## src/include/trace_settings.svh

```systemverilog
// trace capture settings
// sizes for the shift buffer, rule set, event FIFO and trigger counters

`ifndef TRACE_SETTINGS_SVH
`define TRACE_SETTINGS_SVH

`define TRACE_BUFFER_BITS 64  // 16 nibbles of trace history
`define TRACE_MATCH_RULES 8   // pattern/mask rule slots

`define TRACE_FIFO_DEPTH 16   // power of two, pointers wrap naturally

`define TRACE_TS_BITS 16      // free-running cycle stamp

`define TRACE_DELAY_BITS 20   // trigger delay in trace_clk cycles
`define TRACE_WIDTH_BITS 17   // trigger high time in trace_clk cycles

`define TRACE_COUNT_BITS 8    // saturating match counters

`endif

```

## src/logic/trace_types_pkg.sv

```systemverilog
// trace capture data types
// trace samples, rule configuration, event records and trigger setup

`default_nettype none

`include "trace_settings.svh"

package trace_types_pkg;

   typedef logic [3:0] trace_nibble_t;                        // one TRACEDATA sample
   typedef logic [`TRACE_BUFFER_BITS-1:0] trace_buffer_t;     // newest nibble in [3:0]
   typedef logic [`TRACE_MATCH_RULES-1:0] rule_mask_t;        // one bit per rule
   typedef logic [$clog2(`TRACE_MATCH_RULES)-1:0] rule_idx_t;
   typedef logic [`TRACE_TS_BITS-1:0] trace_ts_t;
   typedef logic [`TRACE_COUNT_BITS-1:0] match_count_t;

   typedef struct packed {
      trace_buffer_t pattern;  // compared bit by bit
      trace_buffer_t mask;     // 1 = bit takes part in the compare
   } rule_cfg_t;

   typedef rule_cfg_t [`TRACE_MATCH_RULES-1:0] rule_cfg_array_t;

   typedef struct packed {
      rule_idx_t rule;         // lands in record bits 18:16
      trace_ts_t timestamp;
   } trace_event_t;

   typedef struct packed {
      logic [`TRACE_DELAY_BITS-1:0] delay;
      logic [`TRACE_WIDTH_BITS-1:0] width;  // 0 disables the pulse
   } trig_cfg_t;

   typedef match_count_t [`TRACE_MATCH_RULES-1:0] match_count_array_t;

endpackage

`default_nettype wire

```

## src/logic/trace_regs_pkg.sv

```systemverilog
// register bus definitions
// strobe bus struct and the byte address map of the capture block

`default_nettype none

package trace_regs_pkg;

   typedef logic [7:0] reg_addr_t;

   typedef struct packed {
      logic      wr;     // one-cycle write strobe
      logic      rd;     // one-cycle read strobe
      reg_addr_t addr;
      logic [7:0] wdata;
   } reg_bus_t;

   localparam reg_addr_t REG_RULE_EN      = 8'h01;  // rule enable bits
   localparam reg_addr_t REG_TRIG_EN      = 8'h02;  // rules allowed to fire the trigger
   localparam reg_addr_t REG_CTRL         = 8'h03;  // bit 0 arm, write clears overflow
   localparam reg_addr_t REG_STATUS       = 8'h04;  // empty, overflow, trigger busy
   localparam reg_addr_t REG_FIFO_B0      = 8'h05;  // event record, little endian
   localparam reg_addr_t REG_FIFO_B1      = 8'h06;
   localparam reg_addr_t REG_FIFO_B2      = 8'h07;  // read pops the FIFO
   localparam reg_addr_t REG_DELAY_B0     = 8'h08;
   localparam reg_addr_t REG_DELAY_B1     = 8'h09;
   localparam reg_addr_t REG_DELAY_B2     = 8'h0A;
   localparam reg_addr_t REG_WIDTH_B0     = 8'h0B;
   localparam reg_addr_t REG_WIDTH_B1     = 8'h0C;
   localparam reg_addr_t REG_WIDTH_B2     = 8'h0D;
   localparam reg_addr_t REG_PATTERN_BASE = 8'h40;  // rule*8 + byte
   localparam reg_addr_t REG_MASK_BASE    = 8'h80;  // rule*8 + byte
   localparam reg_addr_t REG_COUNT_BASE   = 8'hC0;  // + rule

endpackage

`default_nettype wire

```

## src/logic/trace_regs.sv

```systemverilog
// trace capture register block
// byte writes into rule, enable and trigger config; registered read mux

`timescale 1ns/100ps
`default_nettype none

`include "trace_settings.svh"

module trace_regs (
   input  wire                                 trace_clk,
   input  wire                                 arst_n,
   input  wire trace_regs_pkg::reg_bus_t       bus,
   input  wire trace_types_pkg::match_count_array_t counts,
   input  wire trace_types_pkg::trace_event_t  head,
   input  wire                                 empty,
   input  wire                                 overflow,
   input  wire                                 busy,
   output logic [7:0]                          rdata,
   output logic                                rdata_valid,
   output trace_types_pkg::rule_cfg_array_t    rule_cfg,
   output trace_types_pkg::rule_mask_t         rule_en,
   output trace_types_pkg::rule_mask_t         trig_en,
   output logic                                arm,
   output trace_types_pkg::trig_cfg_t          trig_cfg,
   output logic                                fifo_pop,
   output logic                                overflow_clear
);

   import trace_types_pkg::*;
   import trace_regs_pkg::*;

   rule_idx_t  addr_rule;  // rule slot in the pattern/mask windows
   logic [2:0] addr_low;   // byte lane, or rule in the count window
   logic [1:0] addr_win;   // 64-byte window select
   logic [7:0] rd_mux;

   assign addr_rule = bus.addr[5:3];
   assign addr_low  = bus.addr[2:0];
   assign addr_win  = bus.addr[7:6];

   // side effects of the bus strobes, same edge
   assign fifo_pop       = bus.rd && (bus.addr == REG_FIFO_B2) && !empty;
   assign overflow_clear = bus.wr && (bus.addr == REG_CTRL);

   always_ff @(posedge trace_clk or negedge arst_n) begin
      if (!arst_n) begin
         rule_cfg <= '0;
         rule_en  <= '0;
         trig_en  <= '0;
         arm      <= 1'b0;
         trig_cfg <= '0;
      end else if (bus.wr) begin
         case (bus.addr)
            REG_RULE_EN:  rule_en <= bus.wdata;
            REG_TRIG_EN:  trig_en <= bus.wdata;
            REG_CTRL:     arm     <= bus.wdata[0];  // other bits only clear overflow
            REG_DELAY_B0: trig_cfg.delay[7:0]  <= bus.wdata;
            REG_DELAY_B1: trig_cfg.delay[15:8] <= bus.wdata;
            REG_DELAY_B2: begin
               trig_cfg.delay[`TRACE_DELAY_BITS-1:16] <= bus.wdata[`TRACE_DELAY_BITS-17:0];
            end
            REG_WIDTH_B0: trig_cfg.width[7:0]  <= bus.wdata;
            REG_WIDTH_B1: trig_cfg.width[15:8] <= bus.wdata;
            REG_WIDTH_B2: begin
               trig_cfg.width[`TRACE_WIDTH_BITS-1:16] <= bus.wdata[`TRACE_WIDTH_BITS-17:0];
            end
            default: begin
               if (addr_win == REG_PATTERN_BASE[7:6]) begin
                  rule_cfg[addr_rule].pattern[{addr_low, 3'b000} +: 8] <= bus.wdata;
               end else if (addr_win == REG_MASK_BASE[7:6]) begin
                  rule_cfg[addr_rule].mask[{addr_low, 3'b000} +: 8] <= bus.wdata;
               end
            end
         endcase
      end
   end

   // read source select, unmapped reads give 0
   always_comb begin
      rd_mux = '0;
      case (bus.addr)
         REG_RULE_EN:  rd_mux = rule_en;
         REG_TRIG_EN:  rd_mux = trig_en;
         REG_CTRL:     rd_mux = {7'b0, arm};
         REG_STATUS:   rd_mux = {5'b0, busy, overflow, empty};
         REG_FIFO_B0:  rd_mux = head.timestamp[7:0];
         REG_FIFO_B1:  rd_mux = head.timestamp[15:8];
         REG_FIFO_B2:  rd_mux = 8'(head.rule);  // record bits 23:16
         REG_DELAY_B0: rd_mux = trig_cfg.delay[7:0];
         REG_DELAY_B1: rd_mux = trig_cfg.delay[15:8];
         REG_DELAY_B2: rd_mux = 8'(trig_cfg.delay[`TRACE_DELAY_BITS-1:16]);
         REG_WIDTH_B0: rd_mux = trig_cfg.width[7:0];
         REG_WIDTH_B1: rd_mux = trig_cfg.width[15:8];
         REG_WIDTH_B2: rd_mux = 8'(trig_cfg.width[`TRACE_WIDTH_BITS-1:16]);
         default: begin
            if (addr_win == REG_PATTERN_BASE[7:6]) begin
               rd_mux = rule_cfg[addr_rule].pattern[{addr_low, 3'b000} +: 8];
            end else if (addr_win == REG_MASK_BASE[7:6]) begin
               rd_mux = rule_cfg[addr_rule].mask[{addr_low, 3'b000} +: 8];
            end else if (addr_win == REG_COUNT_BASE[7:6] && bus.addr[5:3] == 3'b000) begin
               rd_mux = counts[addr_low];  // 0xC0..0xC7 only
            end
         end
      endcase
   end

   always_ff @(posedge trace_clk or negedge arst_n) begin
      if (!arst_n) begin
         rdata_valid <= 1'b0;
      end else begin
         rdata_valid <= bus.rd;  // high for the cycle after the strobe
      end
   end

   always_ff @(posedge trace_clk) begin
      if (bus.rd) begin
         rdata <= rd_mux;  // head sampled before the pop lands
      end
   end

endmodule

`default_nettype wire

```

## src/logic/trace_matcher.sv

```systemverilog
// trace pattern matcher
// nibble shift buffer against eight pattern/mask rules, match counters
// and event strobes with a free-running timestamp

`timescale 1ns/100ps
`default_nettype none

`include "trace_settings.svh"

module trace_matcher (
   input  wire                                    trace_clk,
   input  wire                                    arst_n,
   input  wire trace_types_pkg::trace_nibble_t    trace_data,
   input  wire trace_types_pkg::rule_cfg_array_t  rule_cfg,
   input  wire trace_types_pkg::rule_mask_t       rule_en,
   input  wire trace_types_pkg::rule_mask_t       trig_en,
   input  wire                                    arm,
   output trace_types_pkg::trace_event_t          evt,
   output logic                                   event_valid,
   output logic                                   trig_match,
   output trace_types_pkg::match_count_array_t    counts
);

   import trace_types_pkg::*;

   localparam int RULES = `TRACE_MATCH_RULES;

   trace_buffer_t shift_buf;   // newest nibble in [3:0]
   rule_mask_t    match_d;     // compare against current buffer
   rule_mask_t    match_q;     // one cycle behind the buffer
   rule_idx_t     first_rule;  // lowest matching index
   trace_ts_t     ts_q;

   always_comb begin
      for (int r = 0; r < RULES; r++) begin
         match_d[r] = rule_en[r] &&
                      (((shift_buf ^ rule_cfg[r].pattern) & rule_cfg[r].mask) == '0);
      end
   end

   // priority encoder, rule 0 wins
   always_comb begin
      first_rule = '0;
      for (int i = RULES - 1; i >= 0; i--) begin
         if (match_q[i]) first_rule = rule_idx_t'(i);
      end
   end

   always_ff @(posedge trace_clk or negedge arst_n) begin
      if (!arst_n) begin
         shift_buf <= '0;
         match_q   <= '0;
         counts    <= '0;
         ts_q      <= '0;
      end else begin
         shift_buf <= {shift_buf[`TRACE_BUFFER_BITS-5:0], trace_data};  // older nibbles move up
         match_q   <= match_d;
         ts_q      <= ts_q + 1'b1;  // wraps
         for (int r = 0; r < RULES; r++) begin
            if (match_q[r] && counts[r] != '1) begin
               counts[r] <= counts[r] + 1'b1;  // saturate at all ones
            end
         end
      end
   end

   assign evt.rule      = first_rule;
   assign evt.timestamp = ts_q;
   assign event_valid   = arm && (|match_q);     // nothing stored while disarmed
   assign trig_match    = |(match_q & trig_en);  // arm not needed for the trigger

endmodule

`default_nettype wire

```

## src/logic/trace_pulse_trigger.sv

```systemverilog
// delayed trigger pulse generator
// one pulse of programmable delay and width per accepted match

`timescale 1ns/100ps
`default_nettype none

`include "trace_settings.svh"

module trace_pulse_trigger (
   input  wire                              trace_clk,
   input  wire                              arst_n,
   input  wire                              trig_match,
   input  wire trace_types_pkg::trig_cfg_t  trig_cfg,
   output logic                             trace_trig_out,
   output logic                             busy
);

   localparam int CNT_BITS = `TRACE_DELAY_BITS;  // wide enough for the width field too

   typedef enum logic [1:0] {
      PH_IDLE,
      PH_DELAY,
      PH_HIGH
   } phase_t;

   phase_t              phase;
   logic [CNT_BITS-1:0] cnt;        // cycles left in the current phase, minus one
   logic [CNT_BITS-1:0] width_ext;
   logic [CNT_BITS-1:0] width_q;    // width taken at start of the pulse

   assign width_ext = CNT_BITS'(trig_cfg.width);

   always_ff @(posedge trace_clk or negedge arst_n) begin
      if (!arst_n) begin
         phase <= PH_IDLE;
         cnt   <= '0;
      end else begin
         case (phase)
            PH_IDLE: begin
               if (trig_match && width_ext != '0) begin  // zero width, no pulse
                  if (trig_cfg.delay == '0) begin
                     phase <= PH_HIGH;                   // high right after the match edge
                     cnt   <= width_ext - 1'b1;
                  end else begin
                     phase <= PH_DELAY;
                     cnt   <= trig_cfg.delay - 1'b1;
                  end
               end
            end
            PH_DELAY: begin
               if (cnt == '0) begin
                  phase <= PH_HIGH;
                  cnt   <= width_q - 1'b1;
               end else begin
                  cnt <= cnt - 1'b1;
               end
            end
            PH_HIGH: begin
               if (cnt == '0) phase <= PH_IDLE;
               else cnt <= cnt - 1'b1;
            end
            default: phase <= PH_IDLE;
         endcase
      end
   end

   always_ff @(posedge trace_clk) begin
      if (phase == PH_IDLE) width_q <= width_ext;  // frozen while busy
   end

   assign trace_trig_out = (phase == PH_HIGH);
   assign busy           = (phase != PH_IDLE);  // new matches ignored

endmodule

`default_nettype wire

```

## src/logic/trace_event_fifo.sv

```systemverilog
// match event FIFO
// single-clock circular buffer, drops pushes when full and flags overflow

`timescale 1ns/100ps
`default_nettype none

`include "trace_settings.svh"

module trace_event_fifo (
   input  wire                                 trace_clk,
   input  wire                                 arst_n,
   input  wire                                 push,
   input  wire trace_types_pkg::trace_event_t  evt,
   input  wire                                 pop,
   input  wire                                 overflow_clear,
   output trace_types_pkg::trace_event_t       head,
   output logic                                empty,
   output logic                                overflow
);

   import trace_types_pkg::*;

   localparam int DEPTH    = `TRACE_FIFO_DEPTH;
   localparam int PTR_BITS = $clog2(DEPTH);

   trace_event_t        mem [DEPTH];
   logic [PTR_BITS-1:0] wr_ptr;
   logic [PTR_BITS-1:0] rd_ptr;
   logic [PTR_BITS:0]   count;   // 0..DEPTH
   logic                full;
   logic                do_push;
   logic                do_pop;

   assign full    = (count == (PTR_BITS + 1)'(DEPTH));
   assign empty   = (count == '0);
   assign do_push = push && !full;
   assign do_pop  = pop && !empty;

   always_ff @(posedge trace_clk or negedge arst_n) begin
      if (!arst_n) begin
         wr_ptr   <= '0;
         rd_ptr   <= '0;
         count    <= '0;
         overflow <= 1'b0;
      end else begin
         if (do_push) wr_ptr <= wr_ptr + 1'b1;  // wraps at DEPTH
         if (do_pop) rd_ptr <= rd_ptr + 1'b1;
         count <= count + (PTR_BITS + 1)'(do_push) - (PTR_BITS + 1)'(do_pop);
         if (push && full) overflow <= 1'b1;    // sticky, a lost event outranks the clear
         else if (overflow_clear) overflow <= 1'b0;
      end
   end

   always_ff @(posedge trace_clk) begin
      if (do_push) mem[wr_ptr] <= evt;
   end

   assign head = mem[rd_ptr];  // oldest entry, stale when empty

endmodule

`default_nettype wire

```

## src/logic/trace_capture_top.sv

```systemverilog
// trace capture front end
// register block beside the matcher, pulse trigger and event FIFO

`timescale 1ns/100ps
`default_nettype none

module trace_capture_top (
   input  wire                                trace_clk,
   input  wire                                arst_n,
   input  wire trace_types_pkg::trace_nibble_t trace_data,
   input  wire trace_regs_pkg::reg_bus_t      bus,
   output wire [7:0]                          rdata,
   output wire                                rdata_valid,
   output wire                                trace_trig_out
);

   import trace_types_pkg::*;

   rule_cfg_array_t    rule_cfg;
   rule_mask_t         rule_en;
   rule_mask_t         trig_en;
   logic               arm;
   trig_cfg_t          trig_cfg;
   logic               fifo_pop;
   logic               overflow_clear;
   trace_event_t       evt;          // matcher to FIFO
   logic               event_valid;
   logic               trig_match;
   match_count_array_t counts;
   trace_event_t       head;
   logic               empty;
   logic               overflow;
   logic               busy;

   trace_regs u_regs (
      .trace_clk      (trace_clk),
      .arst_n         (arst_n),
      .bus            (bus),
      .counts         (counts),
      .head           (head),
      .empty          (empty),
      .overflow       (overflow),
      .busy           (busy),
      .rdata          (rdata),
      .rdata_valid    (rdata_valid),
      .rule_cfg       (rule_cfg),
      .rule_en        (rule_en),
      .trig_en        (trig_en),
      .arm            (arm),
      .trig_cfg       (trig_cfg),
      .fifo_pop       (fifo_pop),
      .overflow_clear (overflow_clear)
   );

   trace_matcher u_matcher (
      .trace_clk   (trace_clk),
      .arst_n      (arst_n),
      .trace_data  (trace_data),
      .rule_cfg    (rule_cfg),
      .rule_en     (rule_en),
      .trig_en     (trig_en),
      .arm         (arm),
      .evt         (evt),
      .event_valid (event_valid),
      .trig_match  (trig_match),
      .counts      (counts)
   );

   trace_pulse_trigger u_trigger (
      .trace_clk      (trace_clk),
      .arst_n         (arst_n),
      .trig_match     (trig_match),
      .trig_cfg       (trig_cfg),
      .trace_trig_out (trace_trig_out),
      .busy           (busy)
   );

   trace_event_fifo u_fifo (
      .trace_clk      (trace_clk),
      .arst_n         (arst_n),
      .push           (event_valid),  // every armed match
      .evt            (evt),
      .pop            (fifo_pop),
      .overflow_clear (overflow_clear),
      .head           (head),
      .empty          (empty),
      .overflow       (overflow)
   );

endmodule

`default_nettype wire

```

## config.mk

```make
export PLATFORM = sky130hd
export DESIGN_NAME = trace_capture_top
export DESIGN_NICKNAME = d
export VERILOG_FILES = /design/src/logic/trace_types_pkg.sv /design/src/logic/trace_regs_pkg.sv /design/src/logic/trace_regs.sv /design/src/logic/trace_matcher.sv /design/src/logic/trace_pulse_trigger.sv /design/src/logic/trace_event_fifo.sv /design/src/logic/trace_capture_top.sv
export VERILOG_INCLUDE_DIRS = /design/src /design/src/include
export SDC_FILE = /design/constraint.sdc
export NUM_CORES = 2
export LEC_CHECK = 0
export BUFFER_PORTS_ARGS = -buffer_cell sky130_fd_sc_hd__buf_4
export CAP_MARGIN = 15
export CELL_PAD_IN_SITES_DETAIL_PLACEMENT = 1
export CELL_PAD_IN_SITES_GLOBAL_PLACEMENT = 1
export CORE_MARGIN = 1.5
export CORE_UTILIZATION = 49
export CTS_BUF_LIST = sky130_fd_sc_hd__clkbuf_2
export DETAILED_ROUTE_END_ITERATION = 16
export PLACE_DENSITY = 0.82
export SYNTH_ARGS = -nofsm -noshare
export SYNTH_HDL_FRONTEND = slang
export SYNTH_SLANG_ARGS = --single-unit
export TNS_END_PERCENT = 1
```

## constraint.sdc

```tcl
create_clock -name trace_clk -period 3.96 [get_ports trace_clk]
set_input_delay 0.792 -clock trace_clk [delete_from_list [all_inputs] [get_ports trace_clk]]
set_output_delay 0.792 -clock trace_clk [all_outputs]
set_load 0.01 [all_outputs]
```

* After elaboration in Yosys (flattened, before gate mapping)
Memory sizes are Yosys's and may differ from the RTL's. Cells that the tools add are included.
Storage, ports and cells: register bits after elaboration 1292, memory bits (writable) 304, input port bits 24, logic and storage cells 219, memories 1
Memory list:
- u_fifo.mem | depth 16, width 19, rd ports 1, clocked after memory_dff 0, wr ports 1, RTL line trace_event_fifo.sv:26 | trace_event_t mem [DEPTH];
Operators by class: $add $sub $neg 18, order comparisons 3, equality and inequality tests 31, shift-type cells 4, multiplexer cells 38, bitwise gates (word level) 18, reduce and logical (&&, ||, !) cells 61
Operators with widths (number):
- $bwmux 1024 | 2
- $mux 1024 | 2
- $demux 128 s3 | 2
- $and 64x64->64 | 8
- $logic_not 64->1 | 8
- $xor 64x64->64 | 8
- $bmux 128 s3 | 1
- $mux 128 | 2
- $shiftx 64x7->8 | 2
- $pmux 8 s13 | 1
- $mux 20 | 4
- $add 8x1->8 const B | 8
- $mux 64 | 1
- $ne 8x8->1 const B | 8
- $shift 8x8->64 const A | 1
- $shiftx 8x8->64 | 1
- $pmux 20 s3 | 1
- $eq 8x4->1 const B | 6
- $logic_not 20->1 | 2
- $sub 20x1->20 const B | 2
- $sub 17x1->18 const B | 2
- $eq 8x3->1 const B | 4
- $mux 8 | 4
- $logic_and 1x1->1 | 26
- 32 further kinds | 67

* Depth between registers and ports, before layout
depth after elaboration 8, depth in mapped cells 17

* Hierarchy
Synthesis repeated with hierarchy kept, for this count alone.
Second synthesis, totals: cells, all modules 6130, area total of the unflattened synthesis 80158.1 um^2
Modules (own cells, without submodules):
- trace_regs | times used 1, cells an instance 3785, area an instance 50965.1 um^2, sequential area each 27241.1 um^2
- trace_matcher | times used 1, cells an instance 1287, area an instance 12796.0 um^2, sequential area each 3803.6 um^2
- trace_event_fifo | times used 1, cells an instance 636, area an instance 12759.7 um^2, sequential area each 9479.1 um^2
- trace_pulse_trigger | times used 1, cells an instance 422, area an instance 3637.2 um^2, sequential area each 1061.0 um^2

* Worst setup path after synthesis
OpenSTA, ideal clock, no wires.
kind input-to-reg, start point in bus[9] in the netlist's numbering, end point reg u_regs.rule_cfg[384] (netlist name), data arrival time 4.036 ns, data required time 3.835 ns, slack -0.200 ns, stages 13, buffers on the path 5, cells stage by stage clkbuf_1 > inv_1 > clkbuf_1 > clkbuf_1 > ha_1 > ha_1 > nor2_1 > nand4b_1 > buf_1 > or3_1 > clkbuf_1 > nor3_2 > mux2_2
Between the ends: cells in the longest elaborated chain, start to end 7, elaborated cells between the ends (all ways) 20
Ends and longest elaborated chain:
- start, declared | RTL line trace_capture_top.sv:11 | input wire trace_regs_pkg::reg_bus_t bus,
- $neg 6->8 | RTL line trace_regs.sv:71 | rule_cfg[addr_rule].mask[{addr_low, 3'b000} +: 8] <= bus.wdata;
- $shift 8x8->64 | RTL line trace_regs.sv:71
- $mux 64 (not written as such) | RTL line trace_regs.sv:71
- $demux 128 s3
- $bwmux 1024 | RTL line trace_regs.sv:71
- $mux 1024 | RTL line trace_regs.sv:70 | end else if (addr_win == REG_MASK_BASE[7:6]) begin
- $mux 1024 | RTL line trace_regs.sv:68 | if (addr_win == REG_PATTERN_BASE[7:6]) begin
Several ways; a longest one is shown, not always the timed one. The select of a mux whose other input is x is not followed. A chain may end at the register's enable or synchronous reset.

* Worst setup path in the final report
start point reg u_trigger.phase[0], end point out trace_trig_out
Between the ends: cells in the longest elaborated chain, start to end 1
Ends and longest elaborated chain:
- start, declared | RTL line trace_pulse_trigger.sv:26 | phase_t phase;
- start signal, assigned | RTL line trace_pulse_trigger.sv:35 | phase <= PH_IDLE;
- start signal, assigned | RTL line trace_pulse_trigger.sv:42 | phase <= PH_HIGH;
- start signal, assigned | RTL line trace_pulse_trigger.sv:45 | phase <= PH_DELAY;
- $eq 2x2->1 | RTL line trace_pulse_trigger.sv:71 | assign trace_trig_out = (phase == PH_HIGH);
- end, declared | RTL line trace_capture_top.sv:14 | output wire trace_trig_out
No other way between the ends.

==> results.sh <==
export IMPL_start_util_pct=49.5
export IMPL_finalCritPeriodShare_pct=94.7
export IMPL_crit_path_start_kind="register"
export IMPL_drive_above_1_share_pct=39.1
export IMPL_pin_count=34
export IMPL_overflow=0
export IMPL_holdWs_ns=0.0747
export IMPL_yosysWarnings=0
export IMPL_ys_seq_area_share_pct=52.8
export IMPL_fin_crit_ns=3.75
export IMPL_crit_type="register to output pin"
export IMPL_firstDrtPassIters=8
export IMPL_cts_sinks=1596
export IMPL_fmax_ghz=0.267
export IMPL_routedWlPerCell_um=41.5
export IMPL_htreeDepth=5
export IMPL_gp_congestion=1.07
export IMPL_skew_ns=0.279
export IMPL_clock_root_buffer="clkbuf_2"
export IMPL_cts_buffer_depth=4
export IMPL_p_int_mw=24.2
export IMPL_net_switching_power_mw=13.0
export IMPL_cp_required_ns=3.17
export IMPL_drc=0
export IMPL_numCtsBuffers=431
export IMPL_antenna_found_initial=52
export IMPL_dp_slack_ns=-0.602
export IMPL_finalMaxSlewViolations=0
export IMPL_cellLeakagePower_nw=42.4
export IMPL_power_total_mw=37.1
export IMPL_grt_use_met3_pct=18.0
export IMPL_vias_per_cell=6.98
export IMPL_grt_max_degree=136
export IMPL_crit_fanout=15
export IMPL_via_count=64500
export IMPL_hold_viol=0
export IMPL_fin_area_um2=91400
export IMPL_syn_area_um2=78800
export IMPL_avgSynthCellArea_um2=13.1
export IMPL_core_um2=159000
export IMPL_syn2layout_area_growth_pct=16.0
export IMPL_grt_use_total_pct=46.8
export IMPL_grt_pass1_wl_um=528000
export IMPL_async_reset_ff_share_pct=79.4
export IMPL_final_util_pct=57.4
export IMPL_postSynthCellCount=5996
export IMPL_relSlewSlack_pct=9.50
export IMPL_io_buffers=33
export IMPL_grt_util_met1_pct=61.4
export IMPL_status="finished, final reports clean"
export IMPL_arrival_ns=2.96
export IMPL_synth_distinct_cells=89
export IMPL_setup_viol=0
export IMPL_peakVddDrop_v=0.000302
export IMPL_rsz0062_at_grt="false"
export IMPL_top_usage_layer="met2"
export IMPL_p_clk_share_pct=32.0
export IMPL_dieHeight_um=404
export IMPL_dpl_cell_area_um2=87000
export IMPL_cts_setup_buffers=0
export IMPL_ant_nets=0
export IMPL_synth_ff_type="dfrtp_1"
export IMPL_fillCellCount=15900
export IMPL_synth_seq_cells=1596
export IMPL_cts_tree="done"
export IMPL_dieArea_um2=163000
export IMPL_fin_ws_ns=0.209
export IMPL_syn_nets=6059
export IMPL_pwr_share_comb_pct=17.3
export IMPL_cts_reportedPaths_clkPinSlew_ns=0.10
export IMPL_p_seq_share_pct=50.7
export IMPL_drtIter0Drc=9884
export IMPL_dpl_hpwl_um=277000
export IMPL_critPathCaptureType="output pin"
export IMPL_tightest_slew_ns=1.36
export IMPL_use_met2_pct=63.9
export IMPL_routed_wl_um=383000
export IMPL_min_path_type="input pin to register"
export IMPL_clkLatencyLatePin_ns=2.08
export IMPL_maxCapViolations=0
export IMPL_rows=146
export IMPL_power_density_nw_per_um2=406
export IMPL_synth_edf_count=329
export IMPL_die_w_um=404
export IMPL_finalNetCount=6812
export IMPL_p_sw_share_pct=34.9
export IMPL_grt_pass1_vias=64700
==> layout make-up <==
class                   count  area [um2]  area share, %
clock buffers             617        3090           3.38
multi-input cells        3941       35600           38.9
repair buffers            737        7690           8.42
flip-flops and latches   1596       41600           45.5
well taps                2146        2690           2.94
diodes                     27        67.6         0.0739
clock inverters           130         569          0.623
inverters                  42         158          0.172
==> sequential cells by signal, summed over array words and instances (netlist names) <==
name                 flops
u_fifo.overflow          1
u_fifo.mem             304
u_fifo.count             5
u_regs.rdata_valid       1
u_regs.trig_en           8
u_trigger.phase          2
u_regs.rule_cfg       1024
u_matcher.shift_buf     64
u_trigger.cnt           20
u_regs.arm               1
u_fifo.wr_ptr            4
u_matcher.match_q        8
u_trigger.width_q       17
u_regs.trig_cfg         37
u_matcher.ts_q          16
u_fifo.rd_ptr            4
u_matcher.counts        64
u_regs.rule_en           8
u_regs.rdata             8
==> cell usage after synthesis (8+ instances only) <==
library cell,instances,share of area (%)
dfrtp_1,1267,40
mux2_2,1145,16
xor2_1,561,6.2
edfxtp_1,329,13
clkbuf_1,291,1.4
nand2_1,253,1.2
a221oi_1,213,2.4
nor2_1,159,0.76
a21oi_1,142,0.90
mux4_2,136,3.9
a22o_1,135,1.5
mux2i_1,133,1.7
a22oi_1,118,1.1
o21ai_0,84,0.53
nand4_1,77,0.61
nor2_2,77,0.61
buf_2,74,0.47
xnor2_1,71,0.79
nand3_1,70,0.44
buf_1,50,0.24
inv_1,41,0.20
ha_1,38,0.60
o211ai_1,38,0.36
nor3_1,32,0.20
and3_1,29,0.23
a211oi_1,27,0.26
a221o_1,25,0.32
a222oi_1,25,0.32
a31oi_1,24,0.19
nor4_1,24,0.19
mux2_1,22,0.31
o2bb2ai_1,18,0.20
or2_2,15,0.12
nand3b_1,14,0.13
nor2b_1,14,0.11
o2111ai_1,14,0.16
o221ai_1,14,0.16
or3_1,13,0.10
or4_1,13,0.12
nand2b_1,11,0.087
o21a_1,10,0.095
and2_1,9,0.071
a32oi_1,8,0.089
nand2_2,8,0.064
==> repair_timing <==
action                                  4_1_cts  5_1_grt
gates resized for setup                       2        0
hold buffers                                 62        0
hold endpoints to repair                   2376        0
endpoints found under the setup margin        1        0
==> metal layers <==
layer  part of all wire (%)  up-vias
li1                       -    24400
met1                     38    33400
met2                     41     5222
met3                     14     1406
met4                    7.9       48
met5                  0.089        -
==> power groups by stage <==
stage / combinational [mW] / clock (mW) / sequential, mW
2_1_floorplan: 3.43 / 0 / 18.4
3_3_place_gp: 5.83 / 0 / 19.0
3_5_place_dp: 6.03 / 0 / 19.1
4_1_cts: 6.14 / 11.9 / 18.7
5_1_grt: 6.61 / 12.7 / 18.9
6_report: 6.42 / 11.9 / 18.8
==> worst max-delay path, cell delays in order (launching register included) <==
cell and delay [ns]:
dfrtp_1 0.42, inv_1 0.16, ha_4 0.29, buf_4 0.16
==> stage by stage <==
step / cells / TNS, ns
floorplan: 5996 / 0
global placement: 8399 / -7.68
detailed placement: 8399 / -2.91
CTS: 9208 / 0
global route: 9216 / 0
finish: 9236 / 0
==> cell families (layout without fill, tap and decap cells) <==
logic type	count (synthesis)	in the layout	synth area share, %
flops	1596	1596	52.8
mux	1436	1436	22.2
compound gates	981	981	9.51
simple gates	853	853	5.51
xor+xnor	632	632	7.02
buf+inv	459	1526	2.32
fa+ha+maj	39	39	0.629
other cells	0	27	0
==> path summary, 6_finish.rpt <==
| path | depth (start not counted) | slack (ns) | endpoint | startpoint |
|---|---|---|---|---|
| max | 3 | 0.21 | trace_trig_out | u_trigger.phase[0]$_DFFE_PN0P_ |
| min reg2reg | 1 | 0.50 | u_matcher.counts[44]$_DFFE_PN0P_ | u_matcher.counts[44]$_DFFE_PN0P_ |
| min | 4 | 0.07 | u_regs.rule_cfg[411]$_DFFE_PN0P_ | bus[3] |
| max reg2reg | 7 | 0.46 | u_regs.rdata[3]$_DFFE_PP_ | u_fifo.rd_ptr[3]$_DFFE_PN0P_ |
| max in group asynchronous | 6 | 2.43 | u_regs.rule_cfg[202]$_DFFE_PN0P_ | arst_n |
| min in group asynchronous | 4 | 0.24 | u_regs.rule_cfg[611]$_DFFE_PN0P_ | arst_n |
==> cell usage in the layout (no fill, tap or decap), drive strengths merged, types with 18 or more instances in the layout <==
cell type	count
nand4	77
a222oi	25
mux2	1167
inv	47
clkbuf	619
nor4	24
a31oi	24
ha	38
a221o	25
a22o	135
buf	677
nand2	261
and3	29
mux2i	133
a221oi	213
dlygate4sd3	58
edfxtp	329
diode	27
mux4	136
nor2	236
o211ai	38
dfrtp	1267
xnor2	71
clkinv	121
a21oi	142
o2bb2ai	18
nor3	38
o21ai	91
xor2	561
a22oi	118
a211oi	29
nand3	70
No activity file was read; power rests on OpenSTA's default activity.
